`src/hdl/core_defs.svh`:
```
`ifndef CORE_DEFS_SVH
`define CORE_DEFS_SVH

`define XLEN 32
`define RESET_PC 32'h8000_0000

// machine-mode csr addresses.
`define CSR_MTVEC 12'h305
`define CSR_MEPC 12'h341
`define CSR_MCAUSE 12'h342

`define MCAUSE_ECALL 32'd11 // environment call from m-mode.

`endif
```
`src/hdl/core_pkg.sv`:
```
`include "core_defs.svh"

package core_pkg;

	typedef enum logic [2:0] {
		TYPE_R,
		TYPE_I,
		TYPE_S,
		TYPE_B,
		TYPE_U,
		TYPE_J
	} inst_type_t;

	typedef enum logic [3:0] {
		ALU_ADD,
		ALU_SUB,
		ALU_SLL,
		ALU_SLT,
		ALU_SLTU,
		ALU_XOR,
		ALU_SRL,
		ALU_SRA,
		ALU_OR,
		ALU_AND,
		ALU_PASS_B // lui.
	} alu_op_t;

	typedef enum logic [1:0] {
		CSR_NONE,
		CSR_WRITE,
		CSR_SET,
		CSR_CLEAR
	} csr_op_t;

	typedef struct packed {
		logic [4:0] rs1;
		logic [4:0] rs2;
		logic [4:0] rd;
		logic [`XLEN-1:0] imm;
		alu_op_t alu_op;
		logic a_sel_pc; // operand a is pc, else rs1.
		logic b_sel_imm; // operand b is imm, else rs2.
		logic is_branch;
		logic is_jal;
		logic is_jalr;
		logic [2:0] funct3; // branch condition.
		csr_op_t csr_op;
		logic [11:0] csr_addr;
		logic is_ecall;
		logic is_mret;
		logic is_ebreak;
		logic reg_wen;
	} decoded_t;

	typedef struct packed {
		logic [`XLEN-1:0] result;
		logic taken;
		logic [`XLEN-1:0] target;
	} exec_result_t;

	typedef struct packed {
		logic valid;
		logic [`XLEN-1:0] target;
	} redirect_t;

endpackage

```
`src/hdl/rv_isa_pkg.sv`:
```
package rv_isa_pkg;

	typedef enum logic [6:0] {
		OP     = 7'b0110011,
		OP_IMM = 7'b0010011,
		LUI    = 7'b0110111,
		AUIPC  = 7'b0010111,
		JAL    = 7'b1101111,
		JALR   = 7'b1100111,
		BRANCH = 7'b1100011,
		SYSTEM = 7'b1110011
	} opcode_e;

	// alu funct3.
	localparam logic [2:0] F3_ADD_SUB = 3'd0;
	localparam logic [2:0] F3_SLL     = 3'd1;
	localparam logic [2:0] F3_SLT     = 3'd2;
	localparam logic [2:0] F3_SLTU    = 3'd3;
	localparam logic [2:0] F3_XOR     = 3'd4;
	localparam logic [2:0] F3_SRL_SRA = 3'd5;
	localparam logic [2:0] F3_OR      = 3'd6;
	localparam logic [2:0] F3_AND     = 3'd7;

	// branch funct3.
	localparam logic [2:0] F3_BEQ  = 3'd0;
	localparam logic [2:0] F3_BNE  = 3'd1;
	localparam logic [2:0] F3_BLT  = 3'd4;
	localparam logic [2:0] F3_BGE  = 3'd5;
	localparam logic [2:0] F3_BLTU = 3'd6;
	localparam logic [2:0] F3_BGEU = 3'd7;

	// system funct3 and funct12.
	localparam logic [2:0] F3_PRIV  = 3'd0;
	localparam logic [2:0] F3_CSRRW = 3'd1;
	localparam logic [2:0] F3_CSRRS = 3'd2;
	localparam logic [2:0] F3_CSRRC = 3'd3;
	localparam logic [11:0] SYS_ECALL  = 12'h000;
	localparam logic [11:0] SYS_EBREAK = 12'h001;
	localparam logic [11:0] SYS_MRET   = 12'h302;

	typedef struct packed {
		logic [6:0] funct7;
		logic [4:0] rs2;
		logic [4:0] rs1;
		logic [2:0] funct3;
		logic [4:0] rd;
		logic [6:0] opcode;
	} r_fmt_t;

	typedef struct packed {
		logic [11:0] imm;
		logic [4:0] rs1;
		logic [2:0] funct3;
		logic [4:0] rd;
		logic [6:0] opcode;
	} i_fmt_t;

	typedef struct packed {
		logic [6:0] imm_hi;
		logic [4:0] rs2;
		logic [4:0] rs1;
		logic [2:0] funct3;
		logic [4:0] imm_lo;
		logic [6:0] opcode;
	} s_fmt_t;

	typedef struct packed {
		logic imm12;
		logic [5:0] imm10_5;
		logic [4:0] rs2;
		logic [4:0] rs1;
		logic [2:0] funct3;
		logic [3:0] imm4_1;
		logic imm11;
		logic [6:0] opcode;
	} b_fmt_t;

	typedef struct packed {
		logic [19:0] imm;
		logic [4:0] rd;
		logic [6:0] opcode;
	} u_fmt_t;

	typedef struct packed {
		logic imm20;
		logic [9:0] imm10_1;
		logic imm11;
		logic [7:0] imm19_12;
		logic [4:0] rd;
		logic [6:0] opcode;
	} j_fmt_t;

	typedef union packed {
		r_fmt_t r;
		i_fmt_t i;
		s_fmt_t s;
		b_fmt_t b;
		u_fmt_t u;
		j_fmt_t j;
	} rv_inst_u;

endpackage

```
`src/hdl/rv_core.sv`:
```
`include "core_defs.svh"

module rv_core
	import rv_isa_pkg::*;
	import core_pkg::*;
(
	input logic clk,
	input logic reset,
	output logic [`XLEN-1:0] imem_addr,
	input rv_inst_u imem_data,
	output logic [`XLEN-1:0] pc,
	output logic finished,
	output logic [`XLEN-1:0] halt_ret
);

	decoded_t dec;
	exec_result_t ex;
	redirect_t branch_redirect;
	redirect_t trap_redirect;
	logic [`XLEN-1:0] rs1_val;
	logic [`XLEN-1:0] rs2_val;
	logic [`XLEN-1:0] csr_rdata;
	logic [`XLEN-1:0] a0;
	logic wb_en;
	logic [4:0] wb_addr;
	logic [`XLEN-1:0] wb_data;
	logic halt;

	assign imem_addr = pc;
	assign branch_redirect.valid = ex.taken;
	assign branch_redirect.target = ex.target;

	fetch_unit u_fetch (
		.clk(clk),
		.reset(reset),
		.halt(halt),
		.branch_redirect(branch_redirect),
		.trap_redirect(trap_redirect),
		.pc(pc)
	);

	decode_unit u_decode (
		.inst(imem_data),
		.dec(dec)
	);

	register_file u_regs (
		.clk(clk),
		.rs1_addr(dec.rs1),
		.rs2_addr(dec.rs2),
		.rs1_val(rs1_val),
		.rs2_val(rs2_val),
		.wb_en(wb_en),
		.wb_addr(wb_addr),
		.wb_data(wb_data),
		.a0(a0)
	);

	execute_unit u_exec (
		.pc(pc),
		.dec(dec),
		.rs1_val(rs1_val),
		.rs2_val(rs2_val),
		.ex(ex)
	);

	csr_unit u_csr (
		.clk(clk),
		.reset(reset),
		.halt(halt),
		.pc(pc),
		.dec(dec),
		.rs1_val(rs1_val),
		.csr_rdata(csr_rdata),
		.trap_redirect(trap_redirect)
	);

	commit_unit u_commit (
		.clk(clk),
		.reset(reset),
		.dec(dec),
		.ex(ex),
		.csr_rdata(csr_rdata),
		.a0(a0),
		.wb_en(wb_en),
		.wb_addr(wb_addr),
		.wb_data(wb_data),
		.halt(halt),
		.finished(finished),
		.halt_ret(halt_ret)
	);

endmodule

```
`src/hdl/commit_unit.sv`:
```
`include "core_defs.svh"

module commit_unit
	import core_pkg::*;
(
	input logic clk,
	input logic reset,
	input decoded_t dec,
	input exec_result_t ex,
	input logic [`XLEN-1:0] csr_rdata,
	input logic [`XLEN-1:0] a0,
	output logic wb_en,
	output logic [4:0] wb_addr,
	output logic [`XLEN-1:0] wb_data,
	output logic halt,
	output logic finished,
	output logic [`XLEN-1:0] halt_ret
);

	assign wb_en = dec.reg_wen && !finished; // no writes once halted.
	assign wb_addr = dec.rd;
	assign wb_data = (dec.csr_op != CSR_NONE) ? csr_rdata : ex.result; // old csr value.
	assign halt = finished;

	always_ff @(posedge clk) begin
		if (!reset) begin
			finished <= 1'b0;
			halt_ret <= '0;
		end else if (dec.is_ebreak && !finished) begin
			finished <= 1'b1;
			halt_ret <= a0;
		end
	end

endmodule

```
`src/hdl/csr_unit.sv`:
```
`include "core_defs.svh"

module csr_unit
	import core_pkg::*;
(
	input logic clk,
	input logic reset,
	input logic halt,
	input logic [`XLEN-1:0] pc,
	input decoded_t dec,
	input logic [`XLEN-1:0] rs1_val,
	output logic [`XLEN-1:0] csr_rdata,
	output redirect_t trap_redirect
);

	logic [`XLEN-1:0] mtvec;
	logic [`XLEN-1:0] mepc;
	logic [`XLEN-1:0] mcause;
	logic [`XLEN-1:0] csr_wdata;

	always_comb begin
		case (dec.csr_addr)
			`CSR_MTVEC: csr_rdata = mtvec;
			`CSR_MEPC: csr_rdata = mepc;
			`CSR_MCAUSE: csr_rdata = mcause;
			default: csr_rdata = '0;
		endcase
	end

	always_comb begin
		case (dec.csr_op)
			CSR_WRITE: csr_wdata = rs1_val;
			CSR_SET: csr_wdata = csr_rdata | rs1_val;
			CSR_CLEAR: csr_wdata = csr_rdata & ~rs1_val;
			default: csr_wdata = csr_rdata;
		endcase
	end

	always_ff @(posedge clk) begin
		if (!reset) begin
			mtvec <= '0;
			mepc <= '0;
			mcause <= '0;
		end else if (!halt) begin
			if (dec.is_ecall) begin
				mepc <= pc;
				mcause <= `MCAUSE_ECALL;
			end else if (dec.csr_op != CSR_NONE) begin
				case (dec.csr_addr)
					`CSR_MTVEC: mtvec <= csr_wdata;
					`CSR_MEPC: mepc <= csr_wdata;
					`CSR_MCAUSE: mcause <= csr_wdata;
					default: mtvec <= mtvec; // unmapped address ignored.
				endcase
			end
		end
	end

	assign trap_redirect.valid = dec.is_ecall || dec.is_mret;
	assign trap_redirect.target = dec.is_ecall ? mtvec : mepc;

endmodule

```
`src/hdl/execute_unit.sv`:
```
`include "core_defs.svh"

module execute_unit
	import rv_isa_pkg::*;
	import core_pkg::*;
(
	input logic [`XLEN-1:0] pc,
	input decoded_t dec,
	input logic [`XLEN-1:0] rs1_val,
	input logic [`XLEN-1:0] rs2_val,
	output exec_result_t ex
);

	logic [`XLEN-1:0] op_a;
	logic [`XLEN-1:0] op_b;
	logic [4:0] shamt;
	logic [`XLEN-1:0] alu_out;
	logic [`XLEN-1:0] pc_plus4;
	logic [`XLEN-1:0] pc_target;
	logic [`XLEN-1:0] jalr_target;
	logic br_eq;
	logic br_lt;
	logic br_ltu;
	logic br_cond;

	assign op_a = dec.a_sel_pc ? pc : rs1_val;
	assign op_b = dec.b_sel_imm ? dec.imm : rs2_val;
	assign shamt = op_b[4:0];

	always_comb begin
		case (dec.alu_op)
			ALU_ADD: alu_out = op_a + op_b;
			ALU_SUB: alu_out = op_a - op_b;
			ALU_SLL: alu_out = op_a << shamt;
			ALU_SLT: alu_out = {31'b0, $signed(op_a) < $signed(op_b)};
			ALU_SLTU: alu_out = {31'b0, op_a < op_b};
			ALU_XOR: alu_out = op_a ^ op_b;
			ALU_SRL: alu_out = op_a >> shamt;
			ALU_SRA: alu_out = $unsigned($signed(op_a) >>> shamt);
			ALU_OR: alu_out = op_a | op_b;
			ALU_AND: alu_out = op_a & op_b;
			ALU_PASS_B: alu_out = op_b;
			default: alu_out = '0;
		endcase
	end

	// branches always compare the two registers.
	assign br_eq = (rs1_val == rs2_val);
	assign br_lt = ($signed(rs1_val) < $signed(rs2_val));
	assign br_ltu = (rs1_val < rs2_val);

	always_comb begin
		case (dec.funct3)
			F3_BEQ: br_cond = br_eq;
			F3_BNE: br_cond = !br_eq;
			F3_BLT: br_cond = br_lt;
			F3_BGE: br_cond = !br_lt;
			F3_BLTU: br_cond = br_ltu;
			F3_BGEU: br_cond = !br_ltu;
			default: br_cond = 1'b0;
		endcase
	end

	assign pc_plus4 = pc + `XLEN'd4;
	assign pc_target = pc + dec.imm;
	assign jalr_target = (rs1_val + dec.imm) & ~`XLEN'd1;

	always_comb begin
		ex.result = (dec.is_jal || dec.is_jalr) ? pc_plus4 : alu_out; // link value.
		ex.taken = dec.is_jal || dec.is_jalr || (dec.is_branch && br_cond);
		ex.target = dec.is_jalr ? jalr_target : pc_target;
	end

endmodule

```
`src/hdl/register_file.sv`:
```
`include "core_defs.svh"

module register_file (
	input logic clk,
	input logic [4:0] rs1_addr,
	input logic [4:0] rs2_addr,
	output logic [`XLEN-1:0] rs1_val,
	output logic [`XLEN-1:0] rs2_val,
	input logic wb_en,
	input logic [4:0] wb_addr,
	input logic [`XLEN-1:0] wb_data,
	output logic [`XLEN-1:0] a0
);

	logic [`XLEN-1:0] regs [1:31]; // x0 has no storage.

	always_ff @(posedge clk) begin
		if (wb_en && wb_addr != 5'd0) begin
			regs[wb_addr] <= wb_data;
		end
	end

	always_comb begin
		if (rs1_addr == 5'd0) begin
			rs1_val = '0;
		end else begin
			rs1_val = regs[rs1_addr];
		end
	end

	always_comb begin
		if (rs2_addr == 5'd0) begin
			rs2_val = '0;
		end else begin
			rs2_val = regs[rs2_addr];
		end
	end

	assign a0 = regs[10];

endmodule

```
`src/hdl/decode_unit.sv`:
```
module decode_unit
	import rv_isa_pkg::*;
	import core_pkg::*;
(
	input rv_inst_u inst,
	output decoded_t dec
);

	logic [31:0] imm_i;
	logic [31:0] imm_s;
	logic [31:0] imm_b;
	logic [31:0] imm_u;
	logic [31:0] imm_j;
	inst_type_t fmt;

	assign imm_i = {{20{inst.i.imm[11]}}, inst.i.imm};
	assign imm_s = {{20{inst.s.imm_hi[6]}}, inst.s.imm_hi, inst.s.imm_lo};
	assign imm_b = {{19{inst.b.imm12}}, inst.b.imm12, inst.b.imm11, inst.b.imm10_5,
		inst.b.imm4_1, 1'b0};
	assign imm_u = {inst.u.imm, 12'b0};
	assign imm_j = {{11{inst.j.imm20}}, inst.j.imm20, inst.j.imm19_12, inst.j.imm11,
		inst.j.imm10_1, 1'b0};

	// sub only exists in the register form, srai shares bit 30 with sra.
	function automatic alu_op_t alu_decode(input logic [2:0] f3, input logic alt,
		input logic reg_form);
		case (f3)
			F3_ADD_SUB: alu_decode = (alt && reg_form) ? ALU_SUB : ALU_ADD;
			F3_SLL: alu_decode = ALU_SLL;
			F3_SLT: alu_decode = ALU_SLT;
			F3_SLTU: alu_decode = ALU_SLTU;
			F3_XOR: alu_decode = ALU_XOR;
			F3_SRL_SRA: alu_decode = alt ? ALU_SRA : ALU_SRL;
			F3_OR: alu_decode = ALU_OR;
			default: alu_decode = ALU_AND;
		endcase
	endfunction

	always_comb begin
		dec = '0;
		fmt = TYPE_R;
		dec.rs1 = inst.r.rs1;
		dec.rs2 = inst.r.rs2;
		dec.rd = inst.r.rd;
		dec.funct3 = inst.r.funct3;
		dec.csr_addr = inst.i.imm;
		dec.alu_op = ALU_ADD;
		dec.csr_op = CSR_NONE;
		case (inst.r.opcode)
			OP: begin
				dec.alu_op = alu_decode(inst.r.funct3, inst.r.funct7[5], 1'b1);
				dec.reg_wen = 1'b1;
			end
			OP_IMM: begin
				fmt = TYPE_I;
				dec.alu_op = alu_decode(inst.r.funct3, inst.r.funct7[5], 1'b0);
				dec.b_sel_imm = 1'b1;
				dec.reg_wen = 1'b1;
			end
			LUI: begin
				fmt = TYPE_U;
				dec.alu_op = ALU_PASS_B;
				dec.b_sel_imm = 1'b1;
				dec.reg_wen = 1'b1;
			end
			AUIPC: begin
				fmt = TYPE_U;
				dec.a_sel_pc = 1'b1;
				dec.b_sel_imm = 1'b1;
				dec.reg_wen = 1'b1;
			end
			JAL: begin
				fmt = TYPE_J;
				dec.is_jal = 1'b1;
				dec.reg_wen = 1'b1;
			end
			JALR: begin
				fmt = TYPE_I;
				dec.is_jalr = 1'b1;
				dec.reg_wen = 1'b1;
			end
			BRANCH: begin
				fmt = TYPE_B;
				dec.is_branch = 1'b1;
			end
			SYSTEM: begin
				fmt = TYPE_I;
				case (inst.i.funct3)
					F3_PRIV: begin
						dec.is_ecall = (inst.i.imm == SYS_ECALL);
						dec.is_ebreak = (inst.i.imm == SYS_EBREAK);
						dec.is_mret = (inst.i.imm == SYS_MRET);
					end
					F3_CSRRW: dec.csr_op = CSR_WRITE;
					F3_CSRRS: dec.csr_op = CSR_SET;
					F3_CSRRC: dec.csr_op = CSR_CLEAR;
					default: dec.csr_op = CSR_NONE; // csr immediate forms unsupported.
				endcase
				dec.reg_wen = (dec.csr_op != CSR_NONE);
			end
			default: dec.reg_wen = 1'b0; // unknown opcode is a nop.
		endcase
		case (fmt)
			TYPE_I: dec.imm = imm_i;
			TYPE_S: dec.imm = imm_s;
			TYPE_B: dec.imm = imm_b;
			TYPE_U: dec.imm = imm_u;
			TYPE_J: dec.imm = imm_j;
			default: dec.imm = '0;
		endcase
		if (dec.rd == 5'd0) begin
			dec.reg_wen = 1'b0;
		end
	end

endmodule

```
`src/hdl/fetch_unit.sv`:
```
`include "core_defs.svh"

module fetch_unit
	import core_pkg::*;
(
	input logic clk,
	input logic reset,
	input logic halt,
	input redirect_t branch_redirect,
	input redirect_t trap_redirect,
	output logic [`XLEN-1:0] pc
);

	logic [`XLEN-1:0] pc_plus4;
	logic [`XLEN-1:0] next_pc;

	assign pc_plus4 = pc + `XLEN'd4;

	always_comb begin
		if (halt) begin
			next_pc = pc; // parked after ebreak.
		end else if (trap_redirect.valid) begin
			next_pc = trap_redirect.target;
		end else if (branch_redirect.valid) begin
			next_pc = branch_redirect.target;
		end else begin
			next_pc = pc_plus4;
		end
	end

	always_ff @(posedge clk) begin
		if (!reset) begin
			pc <= `RESET_PC;
		end else begin
			pc <= next_pc;
		end
	end

endmodule

```
`config.mk`:
```
export PLATFORM = sky130hd
export DESIGN_NAME = rv_core
export DESIGN_NICKNAME = d
export VERILOG_FILES = /design/src/hdl/core_pkg.sv /design/src/hdl/rv_isa_pkg.sv /design/src/hdl/rv_core.sv /design/src/hdl/commit_unit.sv /design/src/hdl/csr_unit.sv /design/src/hdl/execute_unit.sv /design/src/hdl/register_file.sv /design/src/hdl/decode_unit.sv /design/src/hdl/fetch_unit.sv
export VERILOG_INCLUDE_DIRS = /design/src /design/src/hdl
export SDC_FILE = /design/constraint.sdc
export NUM_CORES = 2
export LEC_CHECK = 0
export BUFFER_PORTS_ARGS = -buffer_cell sky130_fd_sc_hd__buf_2
export CAP_MARGIN = 20
export CELL_PAD_IN_SITES_DETAIL_PLACEMENT = 1
export CELL_PAD_IN_SITES_GLOBAL_PLACEMENT = 1
export CORE_UTILIZATION = 55
export DETAILED_ROUTE_END_ITERATION = 16
export HOLD_SLACK_MARGIN = 0.15
export PLACE_DENSITY_LB_ADDON = 0.1
export SETUP_SLACK_MARGIN = 0.3
export SYNTH_ARGS = -nofsm -noshare
export SYNTH_HDL_FRONTEND = slang
export SYNTH_SLANG_ARGS = --single-unit
```
`constraint.sdc`:
```
create_clock -name clk -period 26.7 [get_ports clk]
set_input_delay 5.34 -clock clk [delete_from_list [all_inputs] [get_ports clk]]
set_output_delay 5.34 -clock clk [all_outputs]
set_load 0.005 [all_outputs]
```
==> flow_metrics.tcl <==
set metrics [dict create \
    cts.sink_count 1153 \
    htreeDepth 3 \
    ys_top_cells_by_count "992 x edfxtp_1, 494 x a21oi_1, 473 x nand2_1" \
    busiest_layer "met2" \
    ys_seq_elements 1153 \
    via_per_inst 8.02 \
    die_area_um2 128000 \
    cts_root_buffer "clkbuf_16" \
    dp_hpwl_um 212000 \
    fin_skew_ns 0.0906 \
    worstPathArrival_ns 14.60 \
    status "finished, final reports clean" \
    grt.met1_usage_pct 63.3 \
    cp_cell_sequence "buf_8 -> buf_4 -> buf_4 -> buf_4 -> mux4_2 -> mux4_2 -> a22o_1 -> mux2_2 -> ha_1 -> or3_1 -> nand3b_1 -> a311o_1 -> a211oi_1 -> a211oi_1 -> a21oi_1 -> nand4_1 -> mux2i_1 -> o221ai_1 -> nor2_1 -> o22ai_2 -> buf_8" \
    postCtsSetupBuffers 0 \
    path_class "in -> reg" \
    setup_violations 0 \
    async_flop_share_pct 0 \
    p_comb_share_pct 24.1 \
    fin_setup_tns_ns 0 \
    ios 131 \
    clk_latency_ns 0.82 \
    synth_nets 6047 \
    hold_class "reg -> reg" \
    synth_ff_type "edfxtp_1" \
    startpoint "imem_data[21]" \
    drt_first_pass_iters 7 \
    place_congestion 1.05 \
    yosysSeqAreaShare_pct 47.4 \
    post-route-period-util_pct 52.9 \
    die_h_um 358 \
    swShare_pct 33.1 \
    period_needed_ns 14.12 \
    syn-instance-count 5812 \
    worstPathMaxFanout 65 \
    max-cap-violations 0 \
    die_x_um 358 \
    grt_pass1_wl_um 470000 \
    io_buffers 130 \
    grt_use_met2_pct 76.1 \
    ir_drop_v 0.0000956 \
    critPathMostFrequentCell "buf_4" \
    drive_gt1_share_pct 19.4 \
    core_um2 126000 \
    r2r-start "u_regs.regs[22][18]" \
    routedWlPerCell_um 45.0 \
    cts.path.max_buffers 3 \
    track_usage_pct 52.7 \
    use_met3_pct 18.9 \
    rsz0062_at_grt "false" \
    tightest_slew_ns 1.34 \
    nNetsFinal 6046 \
    synth_area_per_cell_um2 12.0 \
    hp-start "u_commit.halt_ret[20]" \
    maxSlewHeadroom_pct 10.4 \
    drc 0 \
    p_leak_nw 27.4 \
    antenna_found_initial 15 \
    cts_resized 0 \
    antenna_left 0 \
    p_int_mw 3.43 \
    drtIter0Drc 10500 \
    fp-row-count 130 \
    slowest_delay_ns 0.95 \
    p_sw_mw 1.70 \
    grt_max_degree 91 \
    synth_most_common_cell "edfxtp_1" \
    finalWirelength_um 340000 \
    p_per_area_nw_per_um2 67.3 \
    start_kind "primary input" \
    fmax_mhz 70.8 \
    yosysWarnings 0 \
    hold_viol 0 \
    synth_enable_flop_cells 992 \
    grt_overflow_total 0 \
    vias 60700 \
    clkPwrFrac_pct 34.0 \
    grt_pass1_vias 59800 \
    worst_setup_path_end_kind "flip-flop" \
    cts.clk_slew.worst_paths_ns 0.08 \
    start_util_pct 55.5 \
    drv_slew 0 \
    cts_buffers 116 \
    synth_area_leaders "edfxtp_1 43%, mux4_2 13%, mux2i_1 4.7%" \
    yosysTopAreaCellShare_pct 42.8 \
    yosys.area.top_type "edfxtp_1" \
    ys_types 111 \
    synth_area_um2 69600 \
    cts_tree "yes" \
    slowest_stage "buf_4" \
    cp.required_ns 27.18 \
    holdBufCountCts 0 \
    pwr-share-seq_pct 41.9 \
    area_delta_synth_final_pct 9.33 \
    utilization_pct 60.6 \
]
-- logic make-up (layout without fill, tap and decap cells) --
logic type,after synthesis,after routing,synth area share [%]
other cells,0,8,0
mux,827,827,19.8
buf+inv,619,716,4.25
fa+ha+maj,201,201,3.65
flops,1153,1153,47.4
simple gates,1343,1343,8.78
compound gates,1572,1572,14.9
xor+xnor,97,97,1.22
-- layer usage --
metal | up-vias | part of all wire, %
li1 | 22800 | -
met1 | 29900 | 33
met2 | 6210 | 43
met3 | 1770 | 15
met4 | 18 | 10
met5 | - | 0.040
-- sequential cells by signal, indices dropped and copies added, names as in the netlist --
name / flops
u_csr.mepc: 32
u_csr.mcause: 32
u_csr.mtvec: 32
u_commit.halt_ret: 32
u_commit.finished: 1
u_regs.regs: 992
u_fetch.pc: 32
-- worst paths after layout --
check                                        endpoint  slack (ns)  cells past startpoint
worst min register to register  u_commit.halt_ret[20]        0.45                      2
worst max register to register    u_regs.regs[16][31]       18.41                     18
worst min-delay path            u_commit.halt_ret[20]        0.45                      2
worst max-delay path              u_regs.regs[16][31]       12.58                     21
-- worst max-delay path, delay by kind of cell --
| kind | cells | cell delay [ns] |
|---|---|---|
| buf+inv | 5 | 3.24 |
| compound gates | 7 | 2.23 |
| simple gates | 4 | 1.62 |
| mux | 4 | 1.44 |
| fa+ha+maj | 1 | 0.46 |
-- through the flow --
step / cells / power, mW / instance area [um2] / setup WS, ns / hold WS (ns)
final: 7567 / 5.13 / 76100 / 12.58 / 0.449
after global routing: 7561 / 5.18 / 76100 / 12.58 / 0.474
after CTS: 7553 / 5.03 / 76000 / 12.78 / 0.456
after detailed placement: 7337 / 3.32 / 72100 / 12.08 / 0.445
after global placement: 7333 / 3.29 / 72100 / 12.10 / 0.436
after floorplan: 5812 / 2.85 / 69600 / 13.98 / 0.431
-- power groups by stage --
stage / logic (mW) / registers (mW) / clock network [mW]
2_1_floorplan: 0.658 / 2.19 / 0
3_3_place_gp: 1.11 / 2.19 / 0
3_5_place_dp: 1.14 / 2.19 / 0
4_1_cts: 1.15 / 2.15 / 1.73
5_1_grt: 1.25 / 2.15 / 1.78
6_report: 1.24 / 2.15 / 1.74
-- cell type report --
| cell class | count | area [um2] |
|---|---|---|
| clock buffers | 149 | 3130 |
| clock inverters | 67 | 768 |
| fillers | 12300 | 49400 |
| well taps | 1650 | 2060 |
| multi-input cells | 4040 | 34200 |
| flip-flops and latches | 1153 | 33000 |
| repair buffers | 338 | 2360 |
| inverters | 162 | 611 |
| diodes | 8 | 20.0 |
-- placed cells by master (no fill, tap or decap), types with 161 or more instances in the layout --
master / Yosys / final
dfxtp_1: 161 / 161
nor2_1: 403 / 366
buf_4: 71 / 198
a21oi_1: 494 / 484
mux4_2: 413 / 413
ha_1: 197 / 197
edfxtp_1: 992 / 992
mux2i_1: 325 / 324
o21ai_0: 245 / 244
nand2_1: 473 / 471
No activity file was read; power rests on OpenSTA's default activity.
